`src/pipe_pkg.sv`:
```
package pipe_pkg;

  localparam int REG_IDX_BITS = 5;

  typedef logic [31:0]             instr_t;  // op, rs, rt, rd, imm11.
  typedef logic [5:0]              opcode_t;
  typedef logic [REG_IDX_BITS-1:0] reg_idx_t;
  typedef logic [2:0]              use_mask_t;  // rs, rt, rd.
  typedef logic [2:0]              pipe_mask_t;
  typedef logic [1:0]              mem_op_t;

  // 00xxxx alu reg, 01xxxx alu imm, 10xxxx memory, 11xxxx jumps.
  localparam opcode_t OP_NOP = 6'b000000;
  localparam opcode_t OP_LW  = 6'b100000;
  localparam opcode_t OP_SW  = 6'b100001;
  localparam opcode_t OP_LA  = 6'b100010;
  localparam opcode_t OP_SA  = 6'b100011;
  localparam opcode_t OP_JR  = 6'b110000;  // only jump that reads a register.

  localparam use_mask_t USE_NONE = 3'b000;
  localparam use_mask_t USE_RS   = 3'b100;
  localparam use_mask_t USE_RT   = 3'b010;
  localparam use_mask_t USE_RD   = 3'b001;

  localparam pipe_mask_t PIPE_PC    = 3'b001;
  localparam pipe_mask_t PIPE_IF_ID = 3'b010;
  localparam pipe_mask_t PIPE_ID_EX = 3'b100;

  localparam mem_op_t MEM_OP_NONE  = 2'd0;
  localparam mem_op_t MEM_OP_READ  = 2'd1;
  localparam mem_op_t MEM_OP_WRITE = 2'd2;

endpackage
```
`src/dual_issue_core.sv`:
```
`timescale 1ns/1ps

module dual_issue_core #(
  parameter int QUEUE_DEPTH = 4
) (
  input  logic             clk,
  input  logic             rst_n,
  input  logic             pair_valid,
  input  pipe_pkg::instr_t pair_instr0,
  input  pipe_pkg::instr_t pair_instr1,
  input  logic             pair_first,
  output logic             credit_return,
  output logic             ex_valid0,
  output logic             ex_valid1,
  output pipe_pkg::instr_t ex_instr0,
  output pipe_pkg::instr_t ex_instr1,
  output logic             ex_first
);
  import pipe_pkg::*;

  logic       q_valid;
  instr_t     q_instr0;
  instr_t     q_instr1;
  logic       q_first;
  logic       stall_pc;
  instr_t     if_id_instr0;
  instr_t     if_id_instr1;
  logic       if_id_first;
  opcode_t    opcode0;
  opcode_t    opcode1;
  reg_idx_t   rs0;
  reg_idx_t   rt0;
  reg_idx_t   rd0;
  reg_idx_t   rs1;
  reg_idx_t   rt1;
  reg_idx_t   rd1;
  use_mask_t  src_mask0;
  use_mask_t  dst_mask0;
  use_mask_t  src_mask1;
  use_mask_t  dst_mask1;
  mem_op_t    mem_op0;
  mem_op_t    mem_op1;
  mem_op_t    id_ex_mem_op;
  reg_idx_t   id_ex_rt;
  pipe_mask_t stall0;
  pipe_mask_t nop0;
  pipe_mask_t stall1;
  pipe_mask_t nop1;

  instr_queue #(.QUEUE_DEPTH(QUEUE_DEPTH)) u_queue (
    .clk(clk), .rst_n(rst_n),
    .pair_valid(pair_valid), .pair_instr0(pair_instr0), .pair_instr1(pair_instr1),
    .pair_first(pair_first), .stall_pc(stall_pc),
    .q_valid(q_valid), .q_instr0(q_instr0), .q_instr1(q_instr1), .q_first(q_first),
    .credit_return(credit_return)
  );

  slot_decode u_dec0 (
    .instr(if_id_instr0), .opcode(opcode0), .rs(rs0), .rt(rt0), .rd(rd0),
    .src_mask(src_mask0), .dst_mask(dst_mask0), .mem_op(mem_op0)
  );

  slot_decode u_dec1 (
    .instr(if_id_instr1), .opcode(opcode1), .rs(rs1), .rt(rt1), .rd(rd1),
    .src_mask(src_mask1), .dst_mask(dst_mask1), .mem_op(mem_op1)
  );

  hazard_detection_unit u_hazard (
    .id_ex_mem_op(id_ex_mem_op), .id_ex_rt(id_ex_rt), .first(if_id_first),
    .if_id_opcode0(opcode0), .if_id_rs0(rs0), .if_id_rt0(rt0), .if_id_rd0(rd0),
    .src_mask0(src_mask0), .dst_mask0(dst_mask0),
    .if_id_opcode1(opcode1), .if_id_rs1(rs1), .if_id_rt1(rt1), .if_id_rd1(rd1),
    .src_mask1(src_mask1), .dst_mask1(dst_mask1),
    .stall0(stall0), .nop0(nop0), .stall1(stall1), .nop1(nop1)
  );

  pipe_regs u_regs (
    .clk(clk), .rst_n(rst_n),
    .q_valid(q_valid), .q_instr0(q_instr0), .q_instr1(q_instr1), .q_first(q_first),
    .stall0(stall0), .nop0(nop0), .stall1(stall1), .nop1(nop1),
    .mem_op0(mem_op0), .rt0(rt0), .mem_op1(mem_op1), .rt1(rt1),
    .stall_pc(stall_pc),
    .if_id_instr0(if_id_instr0), .if_id_instr1(if_id_instr1), .if_id_first(if_id_first),
    .id_ex_mem_op(id_ex_mem_op), .id_ex_rt(id_ex_rt),
    .ex_valid0(ex_valid0), .ex_valid1(ex_valid1),
    .ex_instr0(ex_instr0), .ex_instr1(ex_instr1), .ex_first(ex_first)
  );

endmodule

```
`src/pipe_regs.sv`:
```
`timescale 1ns/1ps

module pipe_regs (
  input  logic                 clk,
  input  logic                 rst_n,
  input  logic                 q_valid,
  input  pipe_pkg::instr_t     q_instr0,
  input  pipe_pkg::instr_t     q_instr1,
  input  logic                 q_first,
  input  pipe_pkg::pipe_mask_t stall0,
  input  pipe_pkg::pipe_mask_t nop0,
  input  pipe_pkg::pipe_mask_t stall1,
  input  pipe_pkg::pipe_mask_t nop1,
  input  pipe_pkg::mem_op_t    mem_op0,
  input  pipe_pkg::reg_idx_t   rt0,
  input  pipe_pkg::mem_op_t    mem_op1,
  input  pipe_pkg::reg_idx_t   rt1,
  output logic                 stall_pc,
  output pipe_pkg::instr_t     if_id_instr0,
  output pipe_pkg::instr_t     if_id_instr1,
  output logic                 if_id_first,
  output pipe_pkg::mem_op_t    id_ex_mem_op,
  output pipe_pkg::reg_idx_t   id_ex_rt,
  output logic                 ex_valid0,
  output logic                 ex_valid1,
  output pipe_pkg::instr_t     ex_instr0,
  output pipe_pkg::instr_t     ex_instr1,
  output logic                 ex_first
);
  import pipe_pkg::*;

  pipe_mask_t stall      [2];
  pipe_mask_t nop        [2];
  instr_t     q_instr    [2];
  mem_op_t    dec_mem_op [2];
  reg_idx_t   dec_rt     [2];
  logic       pop;
  logic       load1;

  assign stall[0]      = stall0;
  assign stall[1]      = stall1;
  assign nop[0]        = nop0;
  assign nop[1]        = nop1;
  assign q_instr[0]    = q_instr0;
  assign q_instr[1]    = q_instr1;
  assign dec_mem_op[0] = mem_op0;
  assign dec_mem_op[1] = mem_op1;
  assign dec_rt[0]     = rt0;
  assign dec_rt[1]     = rt1;

  assign stall_pc = |((stall0 | stall1) & PIPE_PC);
  assign pop      = q_valid && !stall_pc;

  for (genvar k = 0; k < 2; k++) begin : g_slot
    logic     hold_if_id;
    logic     kill_if_id;
    logic     hold_id_ex;
    logic     kill_id_ex;
    logic     if_id_valid;
    instr_t   if_id_instr;
    instr_t   if_id_word;
    logic     ex_valid;
    instr_t   ex_instr;
    mem_op_t  ex_mem_op;
    reg_idx_t ex_rt;

    assign hold_if_id = |(stall[k] & PIPE_IF_ID);
    assign kill_if_id = |(nop[k] & PIPE_IF_ID);
    assign hold_id_ex = |(stall[k] & PIPE_ID_EX);
    assign kill_id_ex = |(nop[k] & PIPE_ID_EX);
    assign if_id_word = if_id_valid ? if_id_instr : '0;  // empty slot reads as nop.

    always_ff @(posedge clk or negedge rst_n) begin
      if (!rst_n) begin
        if_id_valid <= 1'b0;
      end else if (kill_if_id) begin
        if_id_valid <= 1'b0;
      end else if (!hold_if_id) begin
        if_id_valid <= pop;
      end
    end

    always_ff @(posedge clk or negedge rst_n) begin
      if (!rst_n) begin
        ex_valid  <= 1'b0;
        ex_mem_op <= MEM_OP_NONE;
      end else if (kill_id_ex) begin  // bubble.
        ex_valid  <= 1'b0;
        ex_mem_op <= MEM_OP_NONE;
      end else if (!hold_id_ex) begin
        ex_valid  <= if_id_valid;
        ex_mem_op <= dec_mem_op[k];
      end
    end

    always_ff @(posedge clk) begin
      if (!hold_if_id && pop) begin
        if_id_instr <= q_instr[k];
      end
      if (!kill_id_ex && !hold_id_ex) begin
        ex_instr <= if_id_word;
        ex_rt    <= dec_rt[k];
      end
    end
  end

  always_ff @(posedge clk or negedge rst_n) begin
    if (!rst_n) begin
      if_id_first <= 1'b0;
      ex_first    <= 1'b0;
    end else begin
      if (pop) begin
        if_id_first <= q_first;
      end
      ex_first <= if_id_first;  // a split pair keeps its order bit.
    end
  end

  assign if_id_instr0 = g_slot[0].if_id_word;
  assign if_id_instr1 = g_slot[1].if_id_word;
  assign ex_valid0    = g_slot[0].ex_valid;
  assign ex_valid1    = g_slot[1].ex_valid;
  assign ex_instr0    = g_slot[0].ex_instr;
  assign ex_instr1    = g_slot[1].ex_instr;

  // load slot for the load-use check.
  assign load1        = (g_slot[1].ex_mem_op == MEM_OP_READ);
  assign id_ex_mem_op = load1 ? g_slot[1].ex_mem_op : g_slot[0].ex_mem_op;
  assign id_ex_rt     = load1 ? g_slot[1].ex_rt : g_slot[0].ex_rt;

endmodule

```
`src/hazard_detection_unit.sv`:
```
`timescale 1ns/1ps

module hazard_detection_unit (
  input  pipe_pkg::mem_op_t    id_ex_mem_op,
  input  pipe_pkg::reg_idx_t   id_ex_rt,
  input  logic                 first,
  input  pipe_pkg::opcode_t    if_id_opcode0,
  input  pipe_pkg::reg_idx_t   if_id_rs0,
  input  pipe_pkg::reg_idx_t   if_id_rt0,
  input  pipe_pkg::reg_idx_t   if_id_rd0,
  input  pipe_pkg::use_mask_t  src_mask0,
  input  pipe_pkg::use_mask_t  dst_mask0,
  input  pipe_pkg::opcode_t    if_id_opcode1,
  input  pipe_pkg::reg_idx_t   if_id_rs1,
  input  pipe_pkg::reg_idx_t   if_id_rt1,
  input  pipe_pkg::reg_idx_t   if_id_rd1,
  input  pipe_pkg::use_mask_t  src_mask1,
  input  pipe_pkg::use_mask_t  dst_mask1,
  output pipe_pkg::pipe_mask_t stall0,
  output pipe_pkg::pipe_mask_t nop0,
  output pipe_pkg::pipe_mask_t stall1,
  output pipe_pkg::pipe_mask_t nop1
);
  import pipe_pkg::*;

  localparam pipe_mask_t STALL_ALL   = PIPE_PC | PIPE_IF_ID | PIPE_ID_EX;
  localparam pipe_mask_t STALL_FRONT = PIPE_PC | PIPE_IF_ID;

  logic live0;
  logic live1;
  logic load_use;
  logic pair_dep;

  // y reads what o writes, checked only through fields the masks enable.
  function automatic logic dep_match(
    input use_mask_t y_src,
    input reg_idx_t  y_rs,
    input reg_idx_t  y_rt,
    input use_mask_t o_dst,
    input reg_idx_t  o_rt,
    input reg_idx_t  o_rd
  );
    logic rs_use;
    logic rt_use;
    logic rt_def;
    logic rd_def;
    rs_use = |(y_src & USE_RS);
    rt_use = |(y_src & USE_RT);
    rt_def = |(o_dst & USE_RT);
    rd_def = |(o_dst & USE_RD);
    return (rs_use && rt_def && (y_rs == o_rt)) ||
           (rs_use && rd_def && (y_rs == o_rd)) ||
           (rt_use && rt_def && (y_rt == o_rt)) ||
           (rt_use && rd_def && (y_rt == o_rd));
  endfunction

  assign live0 = (if_id_opcode0 != OP_NOP);
  assign live1 = (if_id_opcode1 != OP_NOP);

  // load in ID/EX seen as an rt-writer.
  assign load_use = (id_ex_mem_op == MEM_OP_READ) &&
                    ((live0 && dep_match(src_mask0, if_id_rs0, if_id_rt0,
                                         USE_RT, id_ex_rt, id_ex_rt)) ||
                     (live1 && dep_match(src_mask1, if_id_rs1, if_id_rt1,
                                         USE_RT, id_ex_rt, id_ex_rt)));

  assign pair_dep = live0 && live1 &&
                    (first ? dep_match(src_mask0, if_id_rs0, if_id_rt0,
                                       dst_mask1, if_id_rt1, if_id_rd1)
                           : dep_match(src_mask1, if_id_rs1, if_id_rt1,
                                       dst_mask0, if_id_rt0, if_id_rd0));

  always_comb begin
    stall0 = '0;
    nop0   = '0;
    stall1 = '0;
    nop1   = '0;
    if (load_use) begin  // one bubble, pair held.
      stall0 = STALL_ALL;
      nop0   = PIPE_ID_EX;
      stall1 = STALL_ALL;
      nop1   = PIPE_ID_EX;
    end else if (pair_dep) begin
      if (first) begin  // slot 1 older.
        stall0 = STALL_ALL;
        nop0   = PIPE_ID_EX;
        stall1 = STALL_FRONT;
        nop1   = PIPE_IF_ID;
      end else begin
        stall1 = STALL_ALL;
        nop1   = PIPE_ID_EX;
        stall0 = STALL_FRONT;
        nop0   = PIPE_IF_ID;
      end
    end
  end

endmodule

```
`src/slot_decode.sv`:
```
`timescale 1ns/1ps

module slot_decode (
  input  pipe_pkg::instr_t    instr,
  output pipe_pkg::opcode_t   opcode,
  output pipe_pkg::reg_idx_t  rs,
  output pipe_pkg::reg_idx_t  rt,
  output pipe_pkg::reg_idx_t  rd,
  output pipe_pkg::use_mask_t src_mask,
  output pipe_pkg::use_mask_t dst_mask,
  output pipe_pkg::mem_op_t   mem_op
);
  import pipe_pkg::*;

  assign opcode = opcode_t'(instr[31:26]);
  assign rs     = reg_idx_t'(instr[25:21]);
  assign rt     = reg_idx_t'(instr[20:16]);
  assign rd     = reg_idx_t'(instr[15:11]);

  always_comb begin
    src_mask = USE_NONE;
    dst_mask = USE_NONE;
    mem_op   = MEM_OP_NONE;
    if (opcode == OP_JR) begin
      src_mask = USE_RS;
    end else if (opcode != OP_NOP) begin
      case (opcode[5:4])
        2'b00: begin  // add, sub and friends.
          src_mask = USE_RS | USE_RT;
          dst_mask = USE_RD;
        end
        2'b01: begin
          src_mask = USE_RS;
          dst_mask = USE_RT;
        end
        2'b10: begin
          case (opcode)
            OP_LW: begin
              src_mask = USE_RS;
              dst_mask = USE_RT;
              mem_op   = MEM_OP_READ;
            end
            OP_SW: begin
              src_mask = USE_RS | USE_RT;
              mem_op   = MEM_OP_WRITE;
            end
            OP_LA: begin  // absolute address, no base reg.
              dst_mask = USE_RT;
              mem_op   = MEM_OP_READ;
            end
            OP_SA: begin
              src_mask = USE_RT;
              mem_op   = MEM_OP_WRITE;
            end
            default: mem_op = MEM_OP_NONE;
          endcase
        end
        default: src_mask = USE_NONE;  // jumps.
      endcase
    end
  end

endmodule

```
`src/instr_queue.sv`:
```
`timescale 1ns/1ps

module instr_queue #(
  parameter int QUEUE_DEPTH = 4
) (
  input  logic             clk,
  input  logic             rst_n,
  input  logic             pair_valid,
  input  pipe_pkg::instr_t pair_instr0,
  input  pipe_pkg::instr_t pair_instr1,
  input  logic             pair_first,
  input  logic             stall_pc,
  output logic             q_valid,
  output pipe_pkg::instr_t q_instr0,
  output pipe_pkg::instr_t q_instr1,
  output logic             q_first,
  output logic             credit_return
);
  import pipe_pkg::*;

  localparam int PTR_W = (QUEUE_DEPTH > 1) ? $clog2(QUEUE_DEPTH) : 1;
  localparam int CNT_W = $clog2(QUEUE_DEPTH + 1);

  instr_t           mem0      [QUEUE_DEPTH];
  instr_t           mem1      [QUEUE_DEPTH];
  logic             first_mem [QUEUE_DEPTH];
  logic [PTR_W-1:0] wr_ptr;
  logic [PTR_W-1:0] rd_ptr;
  logic [CNT_W-1:0] count;
  logic             pop;

  function automatic logic [PTR_W-1:0] next_ptr(input logic [PTR_W-1:0] ptr);
    return (ptr == PTR_W'(QUEUE_DEPTH - 1)) ? '0 : ptr + 1'b1;
  endfunction

  assign q_valid  = (count != '0);
  assign pop      = q_valid && !stall_pc;
  assign q_instr0 = mem0[rd_ptr];
  assign q_instr1 = mem1[rd_ptr];
  assign q_first  = first_mem[rd_ptr];

  always_ff @(posedge clk) begin
    if (pair_valid) begin  // credits rule out a full queue.
      mem0[wr_ptr]      <= pair_instr0;
      mem1[wr_ptr]      <= pair_instr1;
      first_mem[wr_ptr] <= pair_first;
    end
  end

  always_ff @(posedge clk or negedge rst_n) begin
    if (!rst_n) begin
      wr_ptr        <= '0;
      rd_ptr        <= '0;
      count         <= '0;
      credit_return <= 1'b0;
    end else begin
      credit_return <= pop;  // one credit per pop, a cycle later.
      if (pair_valid) begin
        wr_ptr <= next_ptr(wr_ptr);
      end
      if (pop) begin
        rd_ptr <= next_ptr(rd_ptr);
      end
      case ({pair_valid, pop})
        2'b10:   count <= count + 1'b1;
        2'b01:   count <= count - 1'b1;
        default: count <= count;
      endcase
    end
  end

endmodule

```
`config.mk`:
```
export PLATFORM = sky130hd
export DESIGN_NAME = dual_issue_core
export DESIGN_NICKNAME = d
export VERILOG_FILES = /design/src/pipe_pkg.sv /design/src/dual_issue_core.sv /design/src/pipe_regs.sv /design/src/hazard_detection_unit.sv /design/src/slot_decode.sv /design/src/instr_queue.sv
export SDC_FILE = /design/constraint.sdc
export NUM_CORES = 1
export LEC_CHECK = 0
export ABC_AREA = 1
export BUFFER_PORTS_ARGS = -buffer_cell sky130_fd_sc_hd__buf_2
export CAP_MARGIN = 30
export CORE_UTILIZATION = 55
export CTS_CLUSTER_SIZE = 28
export DETAILED_ROUTE_END_ITERATION = 6
export GPL_TIMING_DRIVEN = 0
export PLACE_DENSITY = 0.79
export SYNTH_ARGS = -nofsm -noshare
export SYNTH_HDL_FRONTEND = slang
export SYNTH_SLANG_ARGS = --single-unit
```
`constraint.sdc`:
```
create_clock -name clk -period 3.75 [get_ports clk]
set_clock_uncertainty 0.15 [all_clocks]
set_input_delay 0 -clock clk [delete_from_list [all_inputs] [get_ports clk]]
set_output_delay 0 -clock clk [all_outputs]
set_load 0.05 [all_outputs]
```
==> metrics.log, run 1 <==
[metrics] Rel. slew slack: 31.57%
[metrics] antenna diode instance count: 0
[metrics] detailed placer's ending HPWL: 24140 um
[metrics] number of buffer cells added on primary ports: 134
[metrics] 1st-iter DRT viols: 1293
[metrics] largest fanout on the critical path: 19
[metrics] Slew Viols, Final: 0
[metrics] data arrival at the endpoint of the critical path: 3.44 ns
[metrics] initial core utilization: 55.78%
[metrics] number of top-level pins: 136
[metrics] top cell type by total area after synthesis: edfxtp_1
[metrics] Total GRT Usage: 26.19%
[metrics] dominant cell by count in the synthesized netlist: edfxtp_1
[metrics] average wire per standard cell: 20.40 um
[metrics] count of buffers added by post-CTS timing repair for setup: 0
[metrics] Syn Nets: 1314
[metrics] internal power contribution: 0.01112 W
[metrics] kind of launch point of the worst setup path: flip-flop
[metrics] fraction of post-synthesis cell area in the top cell type by area: 72.78%
[metrics] clock buffer depth: 3
[metrics] number of register bits inferred by synthesis: 406
[metrics] chip height: 172.6 um
[metrics] critical register-to-register path endpoint: u_regs.ex_instr0[25]
[metrics] Worst-Margin Slew: 1.025 ns
[metrics] number of flops mapped to enable cells by yosys: 388
[metrics] areal power density over the cells: 973.6 mW/mm^2
[metrics] post-synthesis async set-or-reset flop share: 4.433%
[metrics] category of the most critical setup path: flip-flop to flip-flop
[metrics] Core Rows: 62
[metrics] worst hold start: pair_instr1[7]
[metrics] count of antenna-violating nets left after detailed routing: 0
[metrics] setup slack on the worst flop-to-flop path: 0.41 ns
[metrics] Mapped Cells: 1239
[metrics] relative contribution of the clock network to total power: 21.6%
[metrics] fraction of power consumed by combinational cells: 39.5%
[metrics] Residual DRC: 0
[metrics] cell at the root of the clock tree: clkbuf_16
[metrics] clock sinks: 406
[metrics] die width: 172.6 um
[metrics] dominant cells by area after synthesis: edfxtp_1 (73%), o21ai_0 (4.3%), nor2_1 (4.0%), nand2_1 (3.9%), dfrtp_1 (2.8%)
[metrics] First-pass DRT Iterations: 5
[metrics] fraction of layout cells with a size suffix above 1: 17.09%
[metrics] core region area: 0.02870 mm^2
[metrics] element type at the critical path end: flip-flop
[metrics] sum of internal, switching and leakage power: 0.01887 W
[metrics] post-CTS clock slew at the launch and capture registers of the worst setup and hold paths: 0.06 ns
[metrics] Crit Reg-Reg Startpoint: u_regs.g_slot[1].ex_mem_op[1]
[metrics] post-synthesis instance area: 0.01601 mm^2
[metrics] setup ws final: 0.4101 ns
[metrics] static leakage power: 7.595 nW
[metrics] maximum number of pins on one net before global-route repair: 62
[metrics] mean instance size in the synthesized netlist: 12.92 um^2
[metrics] hold violation total from the final report: 0
[metrics] via count of the first global-routing pass: 10730
[metrics] most used flip-flop cell after synthesis: edfxtp_1
[metrics] Register-to-Register Path Depth: 14
[metrics] Via Count: 10770
[metrics] Ys Warns: 0
[metrics] outcome: finished, final reports clean
[metrics] fin crit share: 89.07%
[metrics] Data required, critical path: 3.85 ns
[metrics] RSZ-0062 raised after global routing: false
[metrics] final RePlAce weighted congestion: 0.9075
[metrics] final net count: 1566
[metrics] Post-Synth Adder-Cell Area: 0.5940%
[metrics] max-capacitance violation count: 0
[metrics] end point of the worst hold path: u_queue.mem1[3][7]
[metrics] VDD IR max: 0.5311 mV
[metrics] global-route wire length before repair: 59350 um
[metrics] full die area: 0.02979 mm^2
[metrics] compound-gate portion of the synthesized area: 7.120%
[metrics] number of buffers inserted during clock tree synthesis: 41
[metrics] layout overhead on the synthesized area: 21.05%
[metrics] post-layout utilization of the core: 67.52%
[metrics] Switching Share: 41.06%
[metrics] clock latency reported for the late side of the worst-skew pair: 0.55 ns
[metrics] dominant combinational cell family by area after synthesis: simple AND/OR/NAND/NOR gates
[metrics] top post-synthesis cells by count: edfxtp_1 (388), nor2_1 (172), nand2_1 (165)
[metrics] setup slack after placement: 0.5106 ns
[metrics] Flop pwr share: 38.9%
[metrics] clock tree from TritonCTS: done
[metrics] sequential fraction of the synthesis area: 75.59%
[metrics] sum of routed wire length over all layers: 38850 um
[metrics] achievable frequency: 0.2994 GHz
[metrics] hold crit path type: input port to flip-flop
[metrics] endpoints failing setup: 0
[metrics] parity-gate share of the synthesized area counting xor and xnor cells: 1.204%
[metrics] count of cell types in the netlist: 30
[metrics] Net Sw Power: 0.007747 W
[metrics] count of cells resized by post-cts repair: 0
[metrics] multiplexer share of the synthesized area: 0%
[metrics] number of antenna violations at the first check in global routing: 0
[metrics] post-detailed-route via-to-cell ratio: 5.653
[metrics] time the worst path needs with I/O delays and setup: 3.340 ns
[metrics] global route total overflow: 0
[metrics] number of H-tree levels: 2
[metrics] simple-gate portion of the synthesized area: 11.50%
[metrics] Cells on Worst Hold Path: 2
-- flip-flops by register name (all words and copies together) (netlist names), 3 cells and up --
register                   flops
u_regs.g_slot.ex_rt            8
u_queue.mem1                 128
u_regs.g_slot.if_id_instr     64
u_regs.g_slot.ex_mem_op        4
u_queue.mem0                 128
u_queue.count                  3
u_regs.ex_instr0              28
u_regs.ex_instr1              28
u_queue.first_mem              4
-- layer usage --
| metal | GRT usage (%) | part of all wire (%) | vias up |
|---|---|---|---|
| met3 | 4.529 | 9.0 | 106 |
| li1 | - | - | 4882 |
| met5 | 0 | 0 | - |
| met4 | 12.72 | 3.9 | 0 |
| met1 | 33.57 | 38 | 5127 |
| met2 | 43.58 | 49 | 654 |
-- through the flow --
stage / TNS (ns) / cells / hold slack [ns] / cell area [um^2]
after global routing: 0 / 1905 / 0.04752 / 19380
after detailed placement: 0 / 1764 / -0.1454 / 17340
after global placement: -36.68 / 1757 / -0.1690 / 17160
final: 0 / 1905 / 0.04607 / 19380
after floorplan: 0 / 1239 / -0.4456 / 16010
after CTS: 0 / 1905 / 0.02723 / 19380
-- worst max-delay path: stages (launching register included) --
cell and delay (ns):
dfrtp_1 0.38, inv_2 0.18, nand2_4 0.15, nand2_1 0.12
nand2_1 0.16, o21ai_0 0.26, nor2_1 0.07, nand2_1 0.07
nor2_1 0.05, nor2_1 0.10, nand2_1 0.07, nand2_2 0.15
nand2_2 0.11, inv_1 0.75, buf_8 0.25
-- how the worst max path moves through the flow --
stage,startpoint,end,cells after the start
2_1_floorplan,u_regs.ex_instr1[20],u_regs.g_slot[0].if_id_instr[0],11
3_3_place_gp,u_regs.g_slot[1].ex_mem_op[1],u_regs.g_slot[0].if_id_instr[9],12
3_5_place_dp,u_regs.g_slot[1].ex_mem_op[1],u_queue.count[2],19
4_1_cts,u_regs.g_slot[1].ex_mem_op[1],u_regs.ex_instr0[25],14
5_1_grt,u_regs.g_slot[1].ex_mem_op[1],u_regs.ex_instr0[21],14
6_report,u_regs.g_slot[1].ex_mem_op[1],u_regs.ex_instr0[25],14
-- layout make-up --
| type | instances | area, um^2 |
|---|---|---|
| flip-flops and latches | 406 | 12100 |
| fillers | 1965 | 9323 |
| multi-input cells | 676 | 3269 |
| repair buffers | 209 | 1524 |
| clock buffers | 46 | 1045 |
| well taps | 384 | 480.5 |
| inverters | 104 | 400.4 |
| clock inverters | 27 | 311.5 |
| plain buffers | 53 | 247.7 |
-- cells by family (layout without fill, tap and decap cells) --
| group | count (synthesis) | count (layout) |
|---|---|---|
| flops | 406 | 406 |
| xor+xnor | 22 | 22 |
| simple gates | 436 | 436 |
| compound gates | 211 | 211 |
| fa+ha+maj | 7 | 7 |
| buf+inv | 157 | 439 |
-- power groups by stage --
stage	logic (W)	clock network, W	registers (W)
floorplan	0.00368	0	0.00860
global placement	0.00687	0	0.00745
detailed placement	0.00725	0	0.00739
CTS	0.00737	0.00409	0.00731
global route	0.00800	0.00427	0.00743
finish	0.00746	0.00407	0.00734
-- what timing repair did --
| item | in CTS | in global routing |
|---|---|---|
| endpoints found under the hold margin | 311 | 0 |
| hold buffers | 68 | 0 |
| endpoints found under the setup margin | 0 | 0 |
-- cell usage in the layout (no fill, tap or decap), types with 2 or more instances in the layout --
master,count
a21oi_1,4
buf_16,5
buf_2,134
buf_4,2
buf_6,4
buf_8,2
bufinv_16,5
clkbuf_1,50
clkbuf_16,41
clkinv_1,13
clkinv_4,3
clkinvlp_4,2
dfrtp_1,18
dlygate4sd3_1,68
edfxtp_1,388
ha_1,6
inv_1,78
inv_2,22
inv_4,4
nand2_1,165
nand2_2,25
nand3_1,55
nand3b_1,3
nand4_1,8
nor2_1,172
nor2_2,2
nor3_1,2
o21ai_0,138
o21ai_1,3
o22ai_1,65
xnor2_1,14
xor2_1,8
Note: power is estimated with default switching activity, not from simulation.
==> run 2: changes to the inputs <==
Settings changed: ABC_AREA 1 to not set, CORE_UTILIZATION 55 to 40, PLACE_DENSITY 0.79 to 0.62.
==> run 2 against run 1 <==
Synthesized area decreased by 0.88%. Critical endpoint is now u_queue.count[2]. Largest power group is now sequential cells. Design area increased by 1.1%. Clock-buffer cell count up 2. Register-to-register slack worse by 0.18 ns.
==> metrics.log, run 2 <==
[metrics] largest fanout on the critical path: 4 (-15)
[metrics] hold crit path type: input port to flip-flop
[metrics] Slew Viols, Final: 0 (unchanged)
[metrics] endpoints failing setup: 0 (unchanged)
[metrics] full die area: 0.04047 mm^2 (+36%)
[metrics] chip height: 201.2 um (+17%)
[metrics] dominant cells by area after synthesis: edfxtp_1 (73%), mux4_2 (9.2%), dfrtp_1 (2.8%), and2_1 (2.6%), xnor2_1 (1.8%)
[metrics] global-route wire length before repair: 51000 um (-14%)
[metrics] Rel. slew slack: 38.81% (+7.2 points)
[metrics] leading registers by flop count: u_queue.mem0 (128), u_queue.mem1 (128), u_regs.g_slot.if_id_instr (64)
[metrics] core region area: 0.03892 mm^2 (+36%)
[metrics] time the worst path needs with I/O delays and setup: 3.522 ns (+0.1818 ns)
[metrics] fin crit share: 93.91% (+4.8 points)
[metrics] number of top-level pins: 136 (unchanged)
[metrics] category of the most critical setup path: flip-flop to flip-flop
[metrics] top post-synthesis cells by count: edfxtp_1 (388), and2_1 (67), mux4_2 (65)
[metrics] initial core utilization: 40.77% (-15 points)
[metrics] post-detailed-route via-to-cell ratio: 5.029 (-11%)
[metrics] number of buffers inserted during clock tree synthesis: 42 (+2.4%)
[metrics] setup total negative slack: 0 ns (unchanged)
[metrics] layout overhead on the synthesized area: 23.46%
[metrics] post-CTS clock slew at the launch and capture registers of the worst setup and hold paths: 0.06 ns (about the same)
[metrics] Total GRT Usage: 16.74% (-9.4 points)
[metrics] final RePlAce weighted congestion: 0.8981 (-1.0%)
[metrics] Core Rows: 72 (+16%)
[metrics] fraction of post-synthesis cell area in the top cell type by area: 73.43% (+0.65 points)
[metrics] # placed instances: 1484 (-16%)
[metrics] clock tree from TritonCTS: done
[metrics] Residual DRC: 0 (unchanged)
[metrics] most used flip-flop cell after synthesis: edfxtp_1
[metrics] fraction of layout cells with a size suffix above 1: 28.02% (+11 points)
[metrics] count of antenna-violating nets left after detailed routing: 0 (unchanged)
[metrics] Cells on Worst Hold Path: 2 (unchanged)
[metrics] First-pass DRT Iterations: 5 (unchanged)
[metrics] areal power density over the cells: 900.2 mW/mm^2 (-7.5%)
[metrics] RSZ-0062 raised after global routing: false
[metrics] max-capacitance violation count: 0 (unchanged)
[metrics] maximum number of pins on one net before global-route repair: 45 (-27%)
[metrics] Mapped Cells: 823 (-34%)
[metrics] most frequent cells in the layout: edfxtp_1 (388), buf_2 (138), dlygate4sd3_1 (68), mux4_2 (65), and2_1 (63)
[metrics] Data required, critical path: 4.05 ns (+0.20 ns)
[metrics] via count of the first global-routing pass: 8482 (-21%)
[metrics] 1st-iter DRT viols: 693 (-46%)
[metrics] Post-Layout Cell Count: 1636 (-14%)
[metrics] number of buffer cells added on primary ports: 135 (+0.75%)
[metrics] fill count: 3257 (+66%)
[metrics] achievable frequency: 0.2840 GHz (-5.2%)
[metrics] sum of routed wire length over all layers: 33340 um (-14%)
[metrics] clock buffer depth: 3 (unchanged)
[metrics] cell at the root of the clock tree: clkbuf_16
[metrics] post-synthesis async set-or-reset flop share: 4.433% (unchanged)
[metrics] count of cell types in the netlist: 52 (+73%)
[metrics] clock latency reported for the late side of the worst-skew pair: 0.53 ns (-0.02 ns)
[metrics] final net count: 1161 (-26%)
[metrics] VDD IR max: 0.3719 mV (-30%)
[metrics] global route total overflow: 0 (unchanged)
[metrics] element type at the critical path end: flip-flop
[metrics] sequential fraction of the synthesis area: 76.27% (+0.67 points)
[metrics] most common cell after layout, fill and taps aside: edfxtp_1
[metrics] clock sinks: 406 (unchanged)
[metrics] die width: 201.2 um (+17%)
[metrics] number of antenna violations at the first check in global routing: 2 (+2)
[metrics] kind of launch point of the worst setup path: flip-flop
[metrics] number of H-tree levels: 2 (unchanged)
[metrics] detailed placer's ending HPWL: 21520 um (-11%)
[metrics] static leakage power: 6.958 nW (-8.4%)
[metrics] Syn Nets: 898 (-32%)
[metrics] post-synthesis instance area: 0.01587 mm^2 (-0.88%)
[metrics] number of flops mapped to enable cells by yosys: 388 (unchanged)
[metrics] Via Count: 8228 (-24%)
[metrics] average wire per standard cell: 20.38 um (about the same)
[metrics] top cell type by total area after synthesis: edfxtp_1
[metrics] data arrival at the endpoint of the critical path: 3.82 ns (+0.38 ns)
[metrics] hold violation total from the final report: 0 (unchanged)
[metrics] Register-to-Register Path Depth: 14 (unchanged)
[metrics] outcome: finished, final reports clean
[metrics] mean instance size in the synthesized netlist: 19.28 um^2 (+49%)
[metrics] Worst-Margin Slew: 0.9178 ns (-0.1076 ns)
[metrics] number of register bits inferred by synthesis: 406 (unchanged)
[metrics] dominant cell by count in the synthesized netlist: edfxtp_1
[metrics] Ys Warns: 0 (unchanged)
-- run 2: cell types whose count changed after synthesis, sizes merged, moves of 6 or more --
cell    change
nand2     -165
nor2      -161
o21ai     -100
inv        -83
and2       +67
mux4       +65
o22ai      -65
nand3      -54
xnor2      +19
clkbuf     -17
a31oi      +12
nor4bb     +10
mux2i       +6
nor3        +6
-- run 2: cell families after synthesis --
logic type                 count (synthesis)  share of synthesized area (%)
AOI/OAI and AO/OA                         68                          2.799
xor gates and xnor gates                  44                          2.429
adders and majority gates                  7                         0.5993
buffers and inverters                     58                          1.419
DFF                                      406                          76.27
muxes                                     73                          10.08
and+or+nand+nor                          167                          6.411
-- run 2: worst paths after layout --
check | from | end | slack (ns)
max | u_regs.g_slot[1].if_id_instr[28] | u_queue.count[2] | 0.23
max reg2reg | u_regs.g_slot[1].if_id_instr[28] | u_queue.count[2] | 0.23
max in group asynchronous | rst_n | u_regs.g_slot[1].if_id_valid | 2.71
min in group asynchronous | rst_n | u_queue.rd_ptr[0] | 0.30
min reg2reg | u_queue.count[2] | u_queue.count[2] | 0.31
min | pair_instr0[6] | u_queue.mem0[0][6] | 0.07
-- run 2: where the power goes --
group	switching, W	leakage [nW]	internal, W
Sequential	0.000670	3.97	0.00668
Combinational	0.00384	2.29	0.00220
Clock	0.00167	0.699	0.00258
-- run 2: layer usage --
metal	GRT usage, %	share of wire (%)	vias to the layer above
li1	-	-	3770
met4	4.248	1.6	2
met5	0	0.030	-
met3	3.353	5.2	39
met1	23.04	45	4206
met2	27.39	48	211
-- run 2: final cells by class --
class / count / area [um^2] / area share, %
clock buffer: 48 / 1095 / 5.589
multi-input combinational: 359 / 3565 / 18.20
tap: 518 / 648.1 / 3.308
timing repair inverter: 1 / 7.507 / 0.03832
buffer: 36 / 146.4 / 0.7473
inverter: 21 / 82.58 / 0.4215
sequential: 406 / 12100 / 61.77
timing repair buffer: 219 / 1624 / 8.290
antenna: 1 / 2.502 / 0.01277
clock inverter: 27 / 317.8 / 1.622
-- run 2: timing repair --
item / in CTS / in global routing
pin swaps: 1 / 1
setup endpoints to repair: 65 / 18
hold buffers: 68 / 0
endpoints found under the hold margin: 304 / 0
setup buffers: 6 / 1
cloned: 1 / 0
resized for setup: 1 / 10
-- run 2: worst max-delay path, stage by stage, from the launching register on --
cell and delay (ns):
edfxtp_1 0.43, or3_4 0.42, or4_4 0.45, and3_4 0.22, a32oi_1 0.18, and3_1 0.22, and2_1 0.18, o211ai_4 0.10
inv_2 0.10, ha_2 0.18, inv_1 0.05, fa_1 0.37, xor2_1 0.15, nor2_1 0.11, xor2_1 0.15
-- run 2: stage by stage --
step	setup slack [ns]	total power [W]	hold slack [ns]	utilization, %	instance area [um^2]
6_report	0.2283	0.01764	0.06844	50.34	19590
2_1_floorplan	0.2164	0.01154	-0.4456	-	15870
5_1_grt	0.01092	0.01849	0.04593	50.34	19590
3_5_place_dp	-0.4412	0.01335	-0.1331	44.73	17410
3_3_place_gp	-1.075	0.01322	-0.1404	44.18	17200
4_1_cts	0.07819	0.01778	0.03856	50.23	19550
==> run 3: changes to the inputs <==
--- a/config.mk
+++ b/config.mk
@@ -16,2 +16,3 @@
 export SYNTH_HDL_FRONTEND = slang
+export SYNTH_HIERARCHICAL = 1
 export SYNTH_SLANG_ARGS = --single-unit
==> constraint.sdc (replaced) <==
create_clock -name clk -period 3.75 [get_ports clk]
set_clock_uncertainty 0.15 [all_clocks]
set_input_delay 0.75 -clock clk [delete_from_list [all_inputs] [get_ports clk]]
set_output_delay 0.75 -clock clk [all_outputs]
set_load 0.05 [all_outputs]
==> run 3 against run 2 <==
Global-route usage grew 0.18 points. Routed wire length up 3.3%. Utilization decreased by 0.83 points. Critical path type unchanged.
==> metrics.log, run 3 <==
[metrics] most common cell after layout, fill and taps aside: edfxtp_1
[metrics] clock latency reported for the late side of the worst-skew pair: 0.56 ns (+0.03 ns)
[metrics] Syn Nets: 889 (-1.0%)
[metrics] setup slack after placement: -1.265 ns (-0.8242 ns)
[metrics] mean instance size in the synthesized netlist: 20.04 um^2 (+4.0%)
[metrics] most used cell, CP: xor2_1
[metrics] count of antenna-violating nets left after detailed routing: 0 (unchanged)
[metrics] # placed instances: 1480 (-0.27%)
[metrics] fill count: 3300 (+1.3%)
[metrics] chip height: 204.0 um (+1.4%)
[metrics] kind of launch point of the worst setup path: flip-flop
[metrics] 1st-iter DRT viols: 394 (-43%)
[metrics] hold crit path type: input port to flip-flop
[metrics] met2 usage in global routing: 27.72% (+0.34 points)
[metrics] data arrival at the endpoint of the critical path: 4.05 ns (+0.23 ns)
[metrics] Core Rows: 73 (+1.4%)
[metrics] Via Count: 7858 (-4.5%)
[metrics] met3 usage: 4.145% (+0.79 points)
[metrics] cell at the root of the clock tree: clkbuf_16
[metrics] max-capacitance violation count: 0 (unchanged)
[metrics] Data required, critical path: 4.08 ns (+0.03 ns)
[metrics] element type at the critical path end: flip-flop
[metrics] category of the most critical setup path: flip-flop to flip-flop
[metrics] global-route met1 utilization: 22.13% (-0.91 points)
[metrics] worst hold start: pair_instr0[26]
[metrics] top cell family by delay on the critical path: simple AND/OR/NAND/NOR gates
[metrics] time the worst path needs with I/O delays and setup: 3.712 ns (+0.1906 ns)
[metrics] Mapped Cells: 814 (-1.1%)
[metrics] WP buf/inv: 5 (+3)
[metrics] final net count: 1103 (-5.0%)
[metrics] global route total overflow: 0 (unchanged)
[metrics] via count of the first global-routing pass: 8202 (-3.3%)
[metrics] Rel. slew slack: 48.30% (+9.5 points)
[metrics] achievable frequency: 0.2694 GHz (-5.1%)
[metrics] RSZ-0062 raised after global routing: true
[metrics] setup slack on the worst flop-to-flop path: 0.04 ns (-0.19 ns)
[metrics] number of antenna violations at the first check in global routing: 6 (+4)
[metrics] Post-Layout Cell Count: 1589 (-2.9%)
[metrics] die width: 204.0 um (+1.4%)
[metrics] detailed placer's ending HPWL: 21600 um (+0.38%)
[metrics] number of buffers inserted during clock tree synthesis: 44 (+4.8%)
[metrics] clock tree from TritonCTS: done
[metrics] Slowest cell on crit path: dfrtp_2
[metrics] Critical path origin: u_regs/g_slot[1].if_id_valid
[metrics] fin crit share: 99.00% (+5.1 points)
[metrics] number of top-level pins: 136 (unchanged)
[metrics] Residual DRC: 0 (unchanged)
[metrics] number of H-tree levels: 2 (unchanged)
[metrics] sum of routed wire length over all layers: 34440 um (+3.3%)
[metrics] post-synthesis instance area: 0.01632 mm^2 (+2.8%)
[metrics] core region area: 0.04001 mm^2 (+2.8%)
[metrics] fraction of layout cells with a size suffix above 1: 41.11% (+13 points)
[metrics] Ys Warns: 6 (+6)
[metrics] outcome: finished, final reports clean
[metrics] hold violation total from the final report: 0 (unchanged)
[metrics] busiest metal layer after global routing: met2
[metrics] most frequent cells in the layout: edfxtp_1 (398), buf_2 (140), buf_4 (67), mux4_2 (65), and2_1 (51)
[metrics] First-pass DRT Iterations: 4 (-1)
[metrics] initial core utilization: 40.78% (about the same)
[metrics] setup total negative slack: 0 ns (unchanged)
[metrics] full die area: 0.04160 mm^2 (+2.8%)
[metrics] leading registers by flop count: u_queue/mem0 (128), u_queue/mem1 (128), u_regs/g_slot.if_id_instr (64)
[metrics] CP cell instances: buf_12 > buf_4 > and2_1 > buf_4 > xor2_1 > nor4_2 > a41oi_2 > nand3_1 > o21ai_2 > o21bai_4 > buf_6 > or2_4 > nor2b_4 > ha_4 > inv_2 > fa_2 > xor2_1 > nor2_1 > xor2_1
[metrics] setup ws final: 0.03766 ns (-0.1906 ns)
[metrics] number of buffer cells added on primary ports: 135 (unchanged)
[metrics] Slew Viols, Final: 0 (unchanged)
[metrics] final RePlAce weighted congestion: 0.8292 (-7.7%)
[metrics] endpoints failing setup: 0 (unchanged)
[metrics] Total GRT Usage: 16.93% (+0.18 points)
[metrics] average wire per standard cell: 21.67 um (+6.3%)
[metrics] clock buffer depth: 3 (unchanged)
[metrics] layout overhead on the synthesized area: 21.39%
[metrics] largest fanout on the critical path: 5 (+1)
[metrics] peak per-stage delay on the critical path: 0.50 ns (+0.05 ns)
[metrics] maximum number of pins on one net before global-route repair: 52 (+16%)
[metrics] Worst-Margin Slew: 0.7755 ns (-0.1423 ns)
[metrics] Crit Reg-Reg Startpoint: u_regs/g_slot[1].if_id_valid
[metrics] clock sinks: 416 (+2.5%)
[metrics] post-layout utilization of the core: 49.51% (-0.83 points)
[metrics] post-detailed-route via-to-cell ratio: 4.945 (-1.7%)
[metrics] global-route wire length before repair: 51090 um (+0.18%)
[metrics] post-CTS clock slew at the launch and capture registers of the worst setup and hold paths: 0.06 ns (about the same)
-- run 3: routing by layer --
metal / vias to the layer above / part of all wire [%]
met5: - / 0.16
met4: 10 / 2.4
met3: 69 / 5.0
met2: 181 / 49
met1: 4027 / 43
li1: 3571 / -
-- run 3: path summary, 6_finish.rpt --
| path | endpoint | cells past startpoint |
|---|---|---|
| setup / recovery | u_queue/count[2] | 19 |
| hold reg to reg | u_queue/count[2] | 1 |
| max in group asynchronous | u_regs/g_slot[0].if_id_valid | 2 |
| hold / removal | u_queue/mem0[2][26] | 1 |
| setup reg to reg | u_queue/count[2] | 19 |
| min in group asynchronous | u_queue/wr_ptr[1] | 2 |
-- run 3: worst register-to-register path: stages, from the launching register on --
cell and delay, ns:
dfrtp_2 0.50, buf_12 0.16, buf_4 0.12, and2_1 0.17, buf_4 0.18, xor2_1 0.18
nor4_2 0.09, a41oi_2 0.17, nand3_1 0.12, o21ai_2 0.22, o21bai_4 0.10, buf_6 0.13
or2_4 0.25, nor2b_4 0.15, ha_4 0.15, inv_2 0.04, fa_2 0.32, xor2_1 0.14
nor2_1 0.13, xor2_1 0.16
-- run 3: per-stage QoR --
stage / hold slack (ns) / area (um^2)
6_report: 0.2511 / 19810
5_1_grt: 0.2240 / 19800
4_1_cts: 0.2196 / 19660
3_5_place_dp: 0.3177 / 17830
3_3_place_gp: 0.3092 / 17660
2_1_floorplan: 0.2927 / 16330
-- run 3: timing repair --
action / CTS / global route
gates cloned: 2 / 0
setup endpoints to repair: 153 / 125
hold buffers: 1 / 0
endpoints found under the hold margin: 18 / 0
pin swaps: 8 / 13
resized for setup: 60 / 21
setup buffers: 19 / 5
-- run 3: layout make-up --
type	count	area [um^2]	share of cell area, %
multi-input combinational	314	3510	17.72
inverter	8	37.54	0.1895
clock inverter	22	202.7	1.023
timing repair buffer	166	1095	5.528
clock buffer	59	1210	6.109
antenna	1	2.502	0.01264
buffer	76	671.9	3.393
tap	525	656.9	3.317
sequential	416	12400	62.63
timing repair inverter	2	15.01	0.07581
Power of run 3 is not shown: default switching activity piles up to over one toggle a cycle in this logic, so the estimate is an artifact.
